--- src/isa_pkg.sv ---
// ==========================================================================
// Instruction set package for the 32-bit, 8-register CPU.
// Holds the basic types, the 7-bit opcodes and the instruction format union.
// ==========================================================================

package isa_pkg;

    typedef logic [31:0] word_t;      // data word
    typedef logic [2:0]  reg_addr_t;  // one of 8 registers
    typedef logic [15:0] imm16_t;     // immediate or memory/branch offset
    typedef logic [2:0]  alu_op_t;    // low opcode bits, fed straight to the ALU
    typedef logic [6:0]  op7_t;       // major opcode, instruction[31:25]

    localparam int unsigned BR_SHIFT = 2;  // branch offset counts words, pc counts bytes

    // don't-care opcode bits are encoded as 0
    localparam op7_t OP_LOAD  = 7'b1000000;
    localparam op7_t OP_STOR  = 7'b1000001;
    localparam op7_t OP_MOV   = 7'b0000000;
    localparam op7_t OP_MOVT  = 7'b0000001;
    localparam op7_t OP_CLR   = 7'b0000010;
    localparam op7_t OP_SET   = 7'b0000011;
    localparam op7_t OP_LSL   = 7'b0000100;
    localparam op7_t OP_LSR   = 7'b0000101;
    localparam op7_t OP_ADD   = 7'b0010001;  // immediate form, bit 28 is S
    localparam op7_t OP_SUB   = 7'b0010010;
    localparam op7_t OP_AND   = 7'b0010011;
    localparam op7_t OP_OR    = 7'b0010100;
    localparam op7_t OP_XOR   = 7'b0010101;
    localparam op7_t OP_ADDS  = 7'b0011001;
    localparam op7_t OP_SUBS  = 7'b0011010;
    localparam op7_t OP_ANDS  = 7'b0011011;
    localparam op7_t OP_ORS   = 7'b0011100;
    localparam op7_t OP_XORS  = 7'b0011101;
    localparam op7_t OP_ADD2  = 7'b0110001;  // register form, bit 30 set
    localparam op7_t OP_SUB2  = 7'b0110010;
    localparam op7_t OP_AND2  = 7'b0110011;
    localparam op7_t OP_OR2   = 7'b0110100;
    localparam op7_t OP_XOR2  = 7'b0110101;
    localparam op7_t OP_NOT   = 7'b0110110;
    localparam op7_t OP_ADDS2 = 7'b0111001;
    localparam op7_t OP_SUBS2 = 7'b0111010;
    localparam op7_t OP_ANDS2 = 7'b0111011;
    localparam op7_t OP_ORS2  = 7'b0111100;
    localparam op7_t OP_XORS2 = 7'b0111101;
    localparam op7_t OP_B     = 7'b1100000;
    localparam op7_t OP_BCOND = 7'b1100001;
    localparam op7_t OP_BR    = 7'b1100010;
    localparam op7_t OP_NOP   = 7'b1100100;
    localparam op7_t OP_HALT  = 7'b1101000;

    // one instruction word, four ways to read it
    typedef union packed {
        struct packed {
            op7_t       opcode;  // [31:25]
            reg_addr_t  rd;      // dest for LOAD, source for STOR
            reg_addr_t  ptr;     // pointer register
            logic [2:0] rsvd;
            imm16_t     offset;  // zero-extended
        } mem;
        struct packed {
            logic [2:0] op_hi;   // class bits
            logic       s;       // update cpsr flags
            alu_op_t    alu_op;
            reg_addr_t  rd;
            reg_addr_t  rs1;     // also the shift source for LSL/LSR
            logic [2:0] rsvd;
            imm16_t     imm;
        } dimm;
        struct packed {
            logic [2:0]  op_hi;
            logic        s;
            alu_op_t     alu_op;
            reg_addr_t   rd;
            reg_addr_t   rs1;
            reg_addr_t   rs2;
            logic [15:0] rsvd;
        } dreg;
        struct packed {
            op7_t       opcode;
            logic [3:0] cond;    // cond_pkg code
            logic [4:0] rsvd;
            imm16_t     offset;  // signed word offset
        } br;
    } instr_u;

endpackage

--- src/cond_pkg.sv ---
// ==========================================================================
// Branch condition codes and the CPSR flag bit positions.
// ==========================================================================

package cond_pkg;

    typedef logic [3:0] cond_t;  // bcond condition field

    localparam cond_t COND_EQ = 4'd0;   // z set
    localparam cond_t COND_NE = 4'd1;   // z clear
    localparam cond_t COND_CS = 4'd2;   // c set
    localparam cond_t COND_CC = 4'd3;   // c clear
    localparam cond_t COND_MI = 4'd4;   // negative
    localparam cond_t COND_PL = 4'd5;   // positive or zero
    localparam cond_t COND_VS = 4'd6;   // overflow
    localparam cond_t COND_VC = 4'd7;   // no overflow
    localparam cond_t COND_HI = 4'd8;   // unsigned higher
    localparam cond_t COND_LS = 4'd9;   // unsigned lower or same
    localparam cond_t COND_GE = 4'd10;  // signed greater or equal
    localparam cond_t COND_LT = 4'd11;  // signed less than
    // codes 12..15 are reserved and never taken

    localparam int unsigned FLAG_N = 31;
    localparam int unsigned FLAG_Z = 30;
    localparam int unsigned FLAG_C = 29;
    localparam int unsigned FLAG_V = 28;

endpackage

--- src/op_decode.sv ---
// ==========================================================================
// Opcode decoder. Turns the 7-bit opcode into one-hot class levels
// and keeps the sticky halt flag.
// ==========================================================================

module op_decode (
    input  logic            clk,
    input  logic            arst_n,
    input  isa_pkg::instr_u instruction,
    output logic            cls_load,
    output logic            cls_stor,
    output logic            cls_alu_imm,
    output logic            cls_alu_reg,
    output logic            cls_not,
    output logic            cls_mov,
    output logic            cls_movt,
    output logic            cls_lsl,
    output logic            cls_lsr,
    output logic            cls_clr,
    output logic            cls_set,
    output logic            cls_bcond,
    output logic            set_flags,
    output logic            illegal_op,
    output logic            halt_flag
);
    import isa_pkg::*;

    op7_t op;       // major opcode
    logic is_halt;

    assign op      = instruction.mem.opcode;
    assign is_halt = (op == OP_HALT);

    // sticky until reset, a HALT while already halted changes nothing
    always_ff @(posedge clk or negedge arst_n) begin
        if (!arst_n) begin
            halt_flag <= 1'b0;
        end else if (is_halt) begin
            halt_flag <= 1'b1;
        end
    end

    always_comb begin
        cls_load    = 1'b0;  // everything idle unless decoded below
        cls_stor    = 1'b0;
        cls_alu_imm = 1'b0;
        cls_alu_reg = 1'b0;
        cls_not     = 1'b0;
        cls_mov     = 1'b0;
        cls_movt    = 1'b0;
        cls_lsl     = 1'b0;
        cls_lsr     = 1'b0;
        cls_clr     = 1'b0;
        cls_set     = 1'b0;
        cls_bcond   = 1'b0;
        set_flags   = 1'b0;
        illegal_op  = 1'b0;
        if (!halt_flag) begin  // a halted core decodes nothing
            case (op)
                OP_LOAD:  cls_load = 1'b1;
                OP_STOR:  cls_stor = 1'b1;
                OP_MOV:   cls_mov  = 1'b1;
                OP_MOVT:  cls_movt = 1'b1;
                OP_LSL:   cls_lsl  = 1'b1;
                OP_LSR:   cls_lsr  = 1'b1;
                OP_CLR:   cls_clr  = 1'b1;
                OP_SET:   cls_set  = 1'b1;
                OP_ADD, OP_SUB, OP_AND, OP_OR, OP_XOR: cls_alu_imm = 1'b1;
                OP_ADDS, OP_SUBS, OP_ANDS, OP_ORS, OP_XORS: begin
                    cls_alu_imm = 1'b1;
                    set_flags   = 1'b1;  // S variant
                end
                OP_ADD2, OP_SUB2, OP_AND2, OP_OR2, OP_XOR2: cls_alu_reg = 1'b1;
                OP_ADDS2, OP_SUBS2, OP_ANDS2, OP_ORS2, OP_XORS2: begin
                    cls_alu_reg = 1'b1;
                    set_flags   = 1'b1;
                end
                OP_NOT:   cls_not   = 1'b1;
                OP_BCOND: cls_bcond = 1'b1;
                OP_B, OP_BR, OP_NOP, OP_HALT: ;  // no controls behind these
                default:  illegal_op = 1'b1;     // unlisted encoding
            endcase
        end
    end

endmodule

--- src/regfile_ctrl.sv ---
// ==========================================================================
// Register file and ALU control. Picks the read/write registers, builds
// the decoder-side write data and drives the ALU operand controls.
// ==========================================================================

module regfile_ctrl (
    input  isa_pkg::instr_u    instruction,
    input  logic               cls_load,
    input  logic               cls_stor,
    input  logic               cls_alu_imm,
    input  logic               cls_alu_reg,
    input  logic               cls_not,
    input  logic               cls_mov,
    input  logic               cls_movt,
    input  logic               cls_lsl,
    input  logic               cls_lsr,
    input  logic               cls_clr,
    input  logic               cls_set,
    input  logic               set_flags,
    input  isa_pkg::word_t     reg1_val,
    input  isa_pkg::word_t     data_val,
    output isa_pkg::reg_addr_t read_addr1,
    output isa_pkg::reg_addr_t read_addr2,
    output isa_pkg::reg_addr_t write_addr,
    output isa_pkg::word_t     write_data,
    output logic               write_data_sel,
    output logic               write_enable,
    output logic               wr_cpsr,
    output isa_pkg::alu_op_t   opcode,
    output isa_pkg::word_t     operand2,
    output logic               ir_op
);
    import isa_pkg::*;

    imm16_t    imm;      // shared by MOV/MOVT/shift and ALU immediates
    reg_addr_t rd;       // dest, also STOR source
    reg_addr_t rs1;      // operand 1, mem pointer sits in the same bits
    reg_addr_t rs2;
    logic      alu_cls;  // result comes from the ALU

    assign imm = instruction.dimm.imm;
    assign rd  = instruction.dimm.rd;
    assign rs1 = instruction.dimm.rs1;
    assign rs2 = instruction.dreg.rs2;

    assign alu_cls = cls_alu_imm | cls_alu_reg | cls_not;

    always_comb begin
        read_addr1 = '0;
        read_addr2 = '0;
        write_addr = '0;
        if (cls_load) begin
            read_addr1 = instruction.mem.ptr;  // base pointer
            write_addr = instruction.mem.rd;
        end
        if (cls_stor) begin
            read_addr1 = instruction.mem.rd;   // value to store
            read_addr2 = instruction.mem.ptr;
        end
        if (cls_mov | cls_movt) begin
            read_addr1 = rd;                   // keeps the other half of rd
            write_addr = rd;
        end
        if (alu_cls | cls_lsl | cls_lsr) begin
            read_addr1 = rs1;
            write_addr = rd;
        end
        if (cls_alu_reg) begin
            read_addr2 = rs2;
        end
        if (cls_clr | cls_set) begin
            write_addr = rd;
        end
    end

    always_comb begin
        write_data = '0;  // ALU classes write through the ALU mux instead
        if (cls_load) write_data = data_val;
        if (cls_mov)  write_data = {reg1_val[31:16], imm};
        if (cls_movt) write_data = {imm, reg1_val[15:0]};
        if (cls_lsl)  write_data = reg1_val << imm;
        if (cls_lsr)  write_data = reg1_val >> imm;  // logical, zero fill
        if (cls_set)  write_data = '1;
    end

    assign write_enable = cls_load | alu_cls | cls_mov | cls_movt | cls_lsl | cls_lsr
                        | cls_clr | cls_set;
    assign write_data_sel = alu_cls;            // 1 picks the ALU result
    assign wr_cpsr  = set_flags;                // only S variants set this
    assign opcode   = alu_cls ? instruction.dimm.alu_op : '0;
    assign operand2 = cls_alu_imm ? {16'b0, imm} : '0;
    assign ir_op    = cls_alu_reg | cls_not;    // 1 takes reg2 into the ALU

endmodule

--- src/mem_access.sv ---
// ==========================================================================
// Data memory access. Address, write data and enables for LOAD and STOR.
// ==========================================================================

module mem_access (
    input  isa_pkg::instr_u instruction,
    input  logic            cls_load,
    input  logic            cls_stor,
    input  isa_pkg::word_t  reg1_val,
    input  isa_pkg::word_t  reg2_val,
    output isa_pkg::word_t  data_addr,
    output isa_pkg::word_t  data_out,
    output logic            data_read,
    output logic            data_write
);
    import isa_pkg::*;

    word_t  base;    // pointer register value
    imm16_t offset;
    logic   active;

    assign offset = instruction.mem.offset;
    assign active = cls_load | cls_stor;

    // LOAD points with reg1, STOR with reg2 since reg1 holds the data
    assign base = cls_stor ? reg2_val : reg1_val;

    assign data_addr  = active ? base + {16'b0, offset} : '0;
    assign data_out   = cls_stor ? reg1_val : '0;
    assign data_read  = cls_load;
    assign data_write = cls_stor;

endmodule

--- src/branch_unit.sv ---
// ==========================================================================
// Conditional branch unit. Checks the condition against the CPSR flags
// and forms the PC-relative target.
// ==========================================================================

module branch_unit (
    input  isa_pkg::instr_u instruction,
    input  logic            cls_bcond,
    input  isa_pkg::word_t  re_cpsr_val,
    input  isa_pkg::word_t  re_pc_val,
    output logic            wr_pc,
    output isa_pkg::word_t  wr_pc_val
);
    import isa_pkg::*;
    import cond_pkg::*;

    cond_t cond;
    logic  flag_n;
    logic  flag_z;
    logic  flag_c;
    logic  flag_v;
    logic  taken;   // condition holds
    word_t b_off;   // byte offset

    assign cond   = instruction.br.cond;
    assign flag_n = re_cpsr_val[FLAG_N];
    assign flag_z = re_cpsr_val[FLAG_Z];
    assign flag_c = re_cpsr_val[FLAG_C];
    assign flag_v = re_cpsr_val[FLAG_V];

    always_comb begin
        case (cond)
            COND_EQ: taken = flag_z;
            COND_NE: taken = !flag_z;
            COND_CS: taken = flag_c;
            COND_CC: taken = !flag_c;
            COND_MI: taken = flag_n;
            COND_PL: taken = !flag_n;
            COND_VS: taken = flag_v;
            COND_VC: taken = !flag_v;
            COND_HI: taken = !flag_z && flag_c;
            COND_LS: taken = !(!flag_z && flag_c);
            COND_GE: taken = (flag_n == flag_v);
            COND_LT: taken = (flag_n != flag_v);
            default: taken = 1'b0;  // reserved codes
        endcase
    end

    // sign extend then scale to bytes
    assign b_off = {{16{instruction.br.offset[15]}}, instruction.br.offset} << BR_SHIFT;

    assign wr_pc     = cls_bcond & taken;
    assign wr_pc_val = wr_pc ? re_pc_val + b_off : '0;

endmodule

--- src/instr_decode.sv ---
// ==========================================================================
// Instruction decode stage top. Connects the opcode decoder, register
// file control, data memory access and branch unit.
// ==========================================================================

module instr_decode (
    input  logic               clk,
    input  logic               arst_n,
    input  isa_pkg::word_t     instruction,
    input  isa_pkg::word_t     reg1_val,
    input  isa_pkg::word_t     reg2_val,
    input  isa_pkg::word_t     data_val,
    input  isa_pkg::word_t     re_cpsr_val,
    input  isa_pkg::word_t     re_pc_val,
    output logic               halt_flag,
    output logic               illegal_op,
    output isa_pkg::reg_addr_t read_addr1,
    output isa_pkg::reg_addr_t read_addr2,
    output isa_pkg::reg_addr_t write_addr,
    output isa_pkg::word_t     write_data,
    output logic               write_data_sel,
    output logic               write_enable,
    output logic               wr_cpsr,
    output isa_pkg::word_t     data_addr,
    output logic               data_read,
    output logic               data_write,
    output isa_pkg::word_t     data_out,
    output isa_pkg::alu_op_t   opcode,
    output isa_pkg::word_t     operand2,
    output logic               ir_op,
    output isa_pkg::word_t     wr_pc_val,
    output logic               wr_pc
);
    import isa_pkg::*;

    instr_u instr;  // format view of the raw word
    logic   cls_load;
    logic   cls_stor;
    logic   cls_alu_imm;
    logic   cls_alu_reg;
    logic   cls_not;
    logic   cls_mov;
    logic   cls_movt;
    logic   cls_lsl;
    logic   cls_lsr;
    logic   cls_clr;
    logic   cls_set;
    logic   cls_bcond;
    logic   set_flags;

    assign instr = instr_u'(instruction);

    op_decode u_op_decode (
        .clk(clk), .arst_n(arst_n), .instruction(instr),
        .cls_load(cls_load), .cls_stor(cls_stor),
        .cls_alu_imm(cls_alu_imm), .cls_alu_reg(cls_alu_reg), .cls_not(cls_not),
        .cls_mov(cls_mov), .cls_movt(cls_movt), .cls_lsl(cls_lsl), .cls_lsr(cls_lsr),
        .cls_clr(cls_clr), .cls_set(cls_set), .cls_bcond(cls_bcond),
        .set_flags(set_flags), .illegal_op(illegal_op), .halt_flag(halt_flag)
    );

    regfile_ctrl u_regfile_ctrl (
        .instruction(instr), .cls_load(cls_load), .cls_stor(cls_stor),
        .cls_alu_imm(cls_alu_imm), .cls_alu_reg(cls_alu_reg), .cls_not(cls_not),
        .cls_mov(cls_mov), .cls_movt(cls_movt), .cls_lsl(cls_lsl), .cls_lsr(cls_lsr),
        .cls_clr(cls_clr), .cls_set(cls_set), .set_flags(set_flags),
        .reg1_val(reg1_val), .data_val(data_val),
        .read_addr1(read_addr1), .read_addr2(read_addr2), .write_addr(write_addr),
        .write_data(write_data), .write_data_sel(write_data_sel),
        .write_enable(write_enable), .wr_cpsr(wr_cpsr),
        .opcode(opcode), .operand2(operand2), .ir_op(ir_op)
    );

    mem_access u_mem_access (
        .instruction(instr), .cls_load(cls_load), .cls_stor(cls_stor),
        .reg1_val(reg1_val), .reg2_val(reg2_val),
        .data_addr(data_addr), .data_out(data_out),
        .data_read(data_read), .data_write(data_write)
    );

    branch_unit u_branch_unit (
        .instruction(instr), .cls_bcond(cls_bcond),
        .re_cpsr_val(re_cpsr_val), .re_pc_val(re_pc_val),
        .wr_pc(wr_pc), .wr_pc_val(wr_pc_val)
    );

endmodule

--- config.mk ---
export PLATFORM = sky130hd
export DESIGN_NAME = instr_decode
export DESIGN_NICKNAME = d
export VERILOG_FILES = /design/src/isa_pkg.sv /design/src/cond_pkg.sv /design/src/op_decode.sv /design/src/regfile_ctrl.sv /design/src/mem_access.sv /design/src/branch_unit.sv /design/src/instr_decode.sv
export SDC_FILE = /design/constraint.sdc
export NUM_CORES = 1
export LEC_CHECK = 0
export ABC_AREA = 1
export BUFFER_PORTS_ARGS = -buffer_cell sky130_fd_sc_hd__buf_2
export CORE_AREA = 2 2 147 149
export DETAILED_ROUTE_END_ITERATION = 12
export DIE_AREA = 0 0 149 151
export GPL_TIMING_DRIVEN = 0
export PLACE_DENSITY = 0.83
export SYNTH_ARGS = -nofsm -noshare
export SYNTH_HDL_FRONTEND = slang
export SYNTH_SLANG_ARGS = --single-unit
--- constraint.sdc ---
create_clock -name clk -period 4.2 [get_ports clk]
set_clock_uncertainty 0.2 [all_clocks]
set_input_delay 0.42 -clock clk [delete_from_list [all_inputs] [get_ports clk]]
set_output_delay 0.42 -clock clk [all_outputs]
set_load 0.02 [all_outputs]
; Word level (Yosys, flattened, before mapping)
; Index checks and enable logic that the tools add are counted.
[classes]
n_mux = 51
n_shift = 2
bitwise_logic = 16
add_sub_neg = 2
n_eq_ne = 46
reduce_logical = 12
[op_table]
columns = cell, count
row1 = $mux W32, 10
row2 = $eq A7 B6 Y1 const B, 11
row3 = $eq A7 B5 Y1 const B, 10
row4 = $eq A7 B7 Y1 const B, 7
row5 = $reduce_or A34 Y1, 1
row6 = $mux W3, 11
row7 = $add A32 B16 Y32, 1
row8 = $add A32 B32 Y32, 1
row9 = $shl A32 B16 Y32, 1
row10 = $shr A32 B16 Y32, 1
row11 = $reduce_or A10 Y1, 3
row12 = $mux W1, 28
row13 = $eq A4 B3 Y1 const B, 4
row14 = $eq A4 B4 Y1 const B, 4
row15 = $mux W16, 1
row16 = $or A1 B1 Y1, 15
row17 = $eq A7 B2 Y1 const B, 2
row18 = $eq A7 B3 Y1 const B, 2
row19 = $pmux W1 S12, 1
row20 = $eq A4 B2 Y1 const B, 2
row21 = $eq A7 B1 Y1 const B, 1
row22 = $logic_not A7 Y1, 1
row23 = $logic_not A1 Y1, 5
row24 = $eq A4 B1 Y1 const B, 1
row25 = 5 further kinds, 5
[totals]
reg_bits = 1
word_cells = 130
output_inout_bits = 181
input_bits = 194

; Logic depth before layout (Yosys ltp)
[depth]
ltp_word = 13
ltp_mapped = 23
ltp_nobuf = 21

; Hierarchy
; A second synthesis with hierarchy kept.
[unflattened]
cells_unflattened = 2282
hier_area_um2 = 10568.9
[by_module_without_submodules]
columns = mod, seq_area_each_um2, area_each_um2, n_inst, cells_per_inst
row1 = regfile_ctrl, 0.0, 5087.4, 1, 1101
row2 = mem_access, 0.0, 2583.7, 1, 577
row3 = branch_unit, 0.0, 2511.2, 1, 517
row4 = op_decode, 25.0, 386.6, 1, 87

; Worst setup path before layout
; OpenSTA, ideal clock, no wires.
[synth_timing]
path_type = input to output
startpoint = input port instruction[25]
endpoint = output port data_addr[30]
arrival_time_ps = 3576
slack_ps = 4
path_stages = 21
required_ps = 3580
path_buffers = 3
path_cell_list = buf_2 -> nand2_4 -> nor2_8 -> nand3_4 -> inv_2 -> buf_4 -> clkbuf_1 -> o21ai_0 -> ha_1 -> fa_1 -> nand2_1 -> inv_1 -> nand2_1 -> nand2_1 -> nand4_1 -> nand3_1 -> a21oi_1 -> nor2_2 -> nand3_1 -> nand2_1 -> a21oi_1
[synth_between]
elab_chain_len = 6
word_cells_on_any_way = 10
classes_between = 1 x add/sub / 2 x eq/ne / 6 x mux / 1 x bitwise
[synth_rtl]
columns = element, line_no
row1 = from (decl), instr_decode.sv:9  ; input isa_pkg::word_t instruction,
row2 = $eq A7 B7 Y1 (*), op_decode.sv:59  ; case (op)
row3 = $mux W1 (*), op_decode.sv:59
row4 = $mux W1 (*), op_decode.sv:58  ; if (!halt_flag) begin
row5 = via data_write, instr_decode.sv:26  ; output logic data_write,
row6 = $mux W32, mem_access.sv:26  ; assign base = cls_stor ? reg2_val : reg1_val;
row7 = $add A32 B16 Y32, mem_access.sv:28  ; assign data_addr = active ? base + {16'b0, offset} : '0;
row8 = $mux W32 (*), mem_access.sv:28
row9 = to (decl), instr_decode.sv:24  ; output isa_pkg::word_t data_addr,
; Mark *: on every way through the listed nets, which the timed path passes. The rest lies on a longest branch.

; Worst setup path in the final report
[layout_timing]
startpoint = input port instruction[1]
endpoint = output port write_data[1]
[layout_between]
elab_chain_len = 5
word_cells_on_any_way = 7
classes_between = 2 x shift / 5 x mux
[layout_rtl]
columns = element, line_no
row1 = "parallel branches: the longest is 3 deep, another holds $shl A32 B16 Y32", n/a
row2 = $mux W32 (*), regfile_ctrl.sv:82  ; if (cls_lsr) write_data = reg1_val >> imm;
row3 = $mux W32 (*), regfile_ctrl.sv:83  ; if (cls_set) write_data = '1;
row4 = to (decl), instr_decode.sv:20  ; output isa_pkg::word_t write_data,
; Every way passes the cells marked *.

==> insert_results.sql <==
INSERT INTO impl_metrics (metric_group, metric, value, unit) VALUES
('synthesis', 'synth-edff-count', '0', ''),
('worst_setup_path', 'crit_slowest_cell', 'clkbuf_1', ''),
('placement', 'dpl_cell_area', '0.0108', 'sq mm'),
('placement', 'gpl.final_weighted_congestion', '1.14', ''),
('synthesis', 'netlist.top_cell.by_area', 'nand2_1', ''),
('synthesis', 'yosys_most_used_dff', 'dfrtp_1', ''),
('worst_setup_path', 'slowest_delay', '0.62', 'ns'),
('cells_and_area', 'largestRegisters', 'u_op_decode.halt_flag x1', ''),
('synthesis', 'netlist_area', '0.00875', 'sq mm'),
('drt', 'viasPerCell', '6.22', ''),
('synthesis', 'yosysMostFrequentCell', 'nand2_1', ''),
('worst_setup_path', 'cp-end-kind', 'output port', ''),
('grt', 'grt.busiest_layer', 'met2', ''),
('cells_and_area', 'final_layout_size_suffix_gt1_share', '21.0', '%'),
('die', 'floorplan.rows', '53', ''),
('synthesis', 'postSynthAreaPerCell', '4.93', 'sq um'),
('job', 'max-cap-violations', '0', ''),
('power', 'cellLeakagePower', '0.00631', 'uW'),
('grt', 'grt-ovfl-total', '0', ''),
('synthesis', 'synth.ff_latch_count', '1', ''),
('sta', 'slew_viol_final', '0', ''),
('cells_and_area', 'area_delta_synth_final', '25.5', '%'),
('placement', 'portBuffers', '328', ''),
('sta', 'final_hold_viol_count', '0', ''),
('synthesis', 'synth_area_leaders', 'nand2_1 (22%), nand3_1 (19%), nor2_1 (7.6%)', ''),
('synthesis', 'synth_seq_area_share', '0.286', '%'),
('drt', 'dr.pass1.iters', '6', ''),
('cells_and_area', 'largest_register_ffs', '1', ''),
('power', 'vdd_drop_max', '64.7', 'uV'),
('synthesis', 'syn-instance-count', '1774', ''),
('placement', 'hpwlAfterDp', '47100', 'um'),
('status', 'failing_checks', 'negative setup slack', ''),
('grt', 'grtUsageTotal', '48.4', '%'),
('worst_setup_path', 'worst-endpoint-arrival', '3.59', 'ns'),
('die', 'dieWidth', '149', 'um'),
('die', 'ios', '375', ''),
('sta', 'maxSlewHeadroom', '41.2', '%'),
('cells_and_area', 'finalInstanceArea', '0.0110', 'sq mm'),
('synthesis', 'netlist-cell-type-count', '48', ''),
('die', 'design.die.area', '0.0225', 'sq mm'),
('worst_setup_path', 'setup.worst_path.start_class', 'input port', ''),
('die', 'core-area', '0.0208', 'sq mm'),
('sta', 'setup_total_negative_slack', '-0.00622', 'ns'),
('drt', 'antenna_left', '0', ''),
('synthesis', 'yosysWarningCount', '0', ''),
('sta', 'final_min_period_over_clock_period', '100', '%'),
('cells_and_area', 'register_ranked_first_by_flip_flop_count', 'u_op_decode.halt_flag', ''),
('drt', 'first_iteration_detailed_routing_drc_count', '2050', ''),
('worst_setup_path', 'path_class', 'input port to output port', ''),
('sta', 'layout_setup_ws', '-0.00622', 'ns'),
('drt', 'route.detailed.drc', '0', ''),
('synthesis', 'yosys.area.top_type_share', '21.8', '%'),
('grt', 'global_route.usage.met3', '11.6', '%'),
('drt', 'final_wl', '57300', 'um'),
('worst_setup_path', 'cp_data_required_time', '3.58', 'ns'),
('sta', 'max_slew.worst_pin.slew', '0.882', 'ns'),
('clock_tree', 'clk_transition_reported_paths', '0', 'ns'),
('sta', 'setup-violations-final', '1', ''),
('grt', 'groute.layer.met1.usage', '62.5', '%'),
('die', 'initial_utilization', '42.0', '%'),
('sta', 'max_freq', '0.238', 'GHz'),
('power', 'power_density', '94.4', 'mW/mm^2'),
('grt', 'first_global_vias', '13500', ''),
('drt', 'detail_route.wl_per_cell', '23.8', 'um'),
('worst_setup_path', 'cp_common_cell', 'clkbuf_1', ''),
('die', 'floorplan.die.height', '151', 'um'),
('grt', 'number_of_antenna_violations_at_the_first_check_in_global_routing', '1', ''),
('clock_tree', 'clkLatencyLatePin', '0', 'ns'),
('grt', 'grt_max_degree', '19', ''),
('placement', 'detailedPlace.worstSlack', '-0.584', 'ns'),
('synthesis', 'post_synth_most_frequent_cells', 'nand2_1 (508), nand3_1 (334), nor2_1 (177), inv_1 (158), o21ai_0 (106)', ''),
('grt', 'global_route.usage.met2', '73.5', '%'),
('drt', 'num_vias', '14900', ''),
('worst_setup_path', 'critical_path.cell_chain', 'buf_2 > clkbuf_1 > clkinv_1 > clkbuf_1 > clkbuf_1 > o21ai_0 > a21oi_1 > nand3_1 > nand3b_1 > buf_2', ''),
('synthesis', 'synthArstFlopShare', '100', '%'),
('status', 'run_status', 'finished, violations left', ''),
('grt', 'grt_first_pass_wirelength', '81800', 'um'),
('worst_setup_path', 'timing.critical_path.fanout_max', '10', ''),
('cells_and_area', 'nets', '2374', ''),
('sta', 'final_critical_period', '4.21', 'ns'),
('min_path', 'hold_removal_path_class', 'input port to asynchronous set/reset pin', '');
==> per-stage QoR <==
stage | instances | hold WS, ns | util [%] | total power, uW
2_1_floorplan | 1789 | -0.0756 | - | 605
3_3_place_gp | 2392 | -0.00544 | 51.8 | 954
3_5_place_dp | 2392 | -0.00356 | 51.8 | 959
4_1_cts | 2397 | 0.527 | 52.2 | 970
5_1_grt | 2403 | 0.542 | 52.7 | 1100
6_report | 2403 | 0.529 | 52.7 | 1040
==> layer usage <==
metal / part of all wire (%) / wire length (um)
met4: 7.7 / 4400
met1: 36 / 20900
met5: 0 / 0
met2: 41 / 23400
met3: 15 / 8600
==> final cells by class <==
type | count | area [sq um]
Tap cell | 275 | 344
Inverter | 175 | 664
Timing Repair Buffer | 338 | 1730
Sequential cell | 1 | 25.0
Multi-Input combinational cell | 1503 | 7660
Antenna cell | 1 | 2.50
Buffer | 110 | 563
Fill cell | 2406 | 9840
==> layout by cell type (no fill, tap or decap), types with 4 or more instances in the layout <==
master / instances
buf_1: 16
buf_6: 4
o21ai_0: 105
o21bai_1: 4
inv_1: 158
nand2_2: 8
a21oi_1: 87
a211oi_1: 14
nand2_4: 8
o211ai_1: 13
buf_2: 349
o21ai_1: 5
nor2_4: 4
o21ai_2: 5
clkinv_1: 4
o2111ai_1: 8
o21a_1: 6
xnor2_1: 17
nand2_1: 507
nand3_1: 331
a221oi_1: 6
nor2_2: 11
inv_2: 10
xor2_1: 10
buf_4: 27
nor3_1: 12
nand4_1: 49
a21o_1: 13
ha_1: 48
nand3b_1: 10
clkbuf_1: 47
nor2_1: 176
a31oi_1: 6
conb_1: 16
==> power breakdown <==
group,total (uW),internal (uW),switching (uW)
registers,9.81,9.81,0
logic,1030,313,714
clock network,0.0000319,0.0000319,0
total,1040,323,714
==> critical path, delay by kind of cell <==
family,cells,cell delay [ns]
AO/OA/AOI/OAI,2,0.60
buffers and inverters,6,2.10
AND/OR/NAND/NOR,2,0.46
==> final timing paths <==
path	start	to	slack, ns	depth (start not counted)
max	instruction[1]	write_data[1]	-0.006	10
min in group clk	instruction[29]	u_op_decode.halt_flag$_DFFE_PN0N_	0.63	4
max in group asynchronous	arst_n	u_op_decode.halt_flag$_DFFE_PN0N_	3.19	2
min	arst_n	u_op_decode.halt_flag$_DFFE_PN0N_	0.53	2
max reg2reg	u_op_decode.halt_flag$_DFFE_PN0N_	u_op_decode.halt_flag$_DFFE_PN0N_	2.77	3
min reg2reg	u_op_decode.halt_flag$_DFFE_PN0N_	u_op_decode.halt_flag$_DFFE_PN0N_	0.84	3
==> what timing repair did <==
item / CTS / global route
buffers inserted: 4 / 5
hold endpoints to repair: 1 / 0
hold buffers: 1 / 0
gates resized for setup: 11 / 21
pin swaps: 2 / 7
endpoints found under the setup margin: 18 / 19
==> kinds of logic (layout without fill, tap and decap cells) <==
family / count (synthesis) / in the layout / share of synthesized area (%)
other: 1 / 17 / 0.0429
adder cells (fa/ha/maj): 51 / 51 / 7.47
AO/OA/AOI/OAI: 281 / 281 / 18.7
flip-flops: 1 / 1 / 0.286
AND/OR/NAND/NOR: 1128 / 1128 / 57.3
XOR/XNOR: 27 / 27 / 2.70
buffers and inverters: 285 / 623 / 13.5
(Power assumes the default switching activity.)
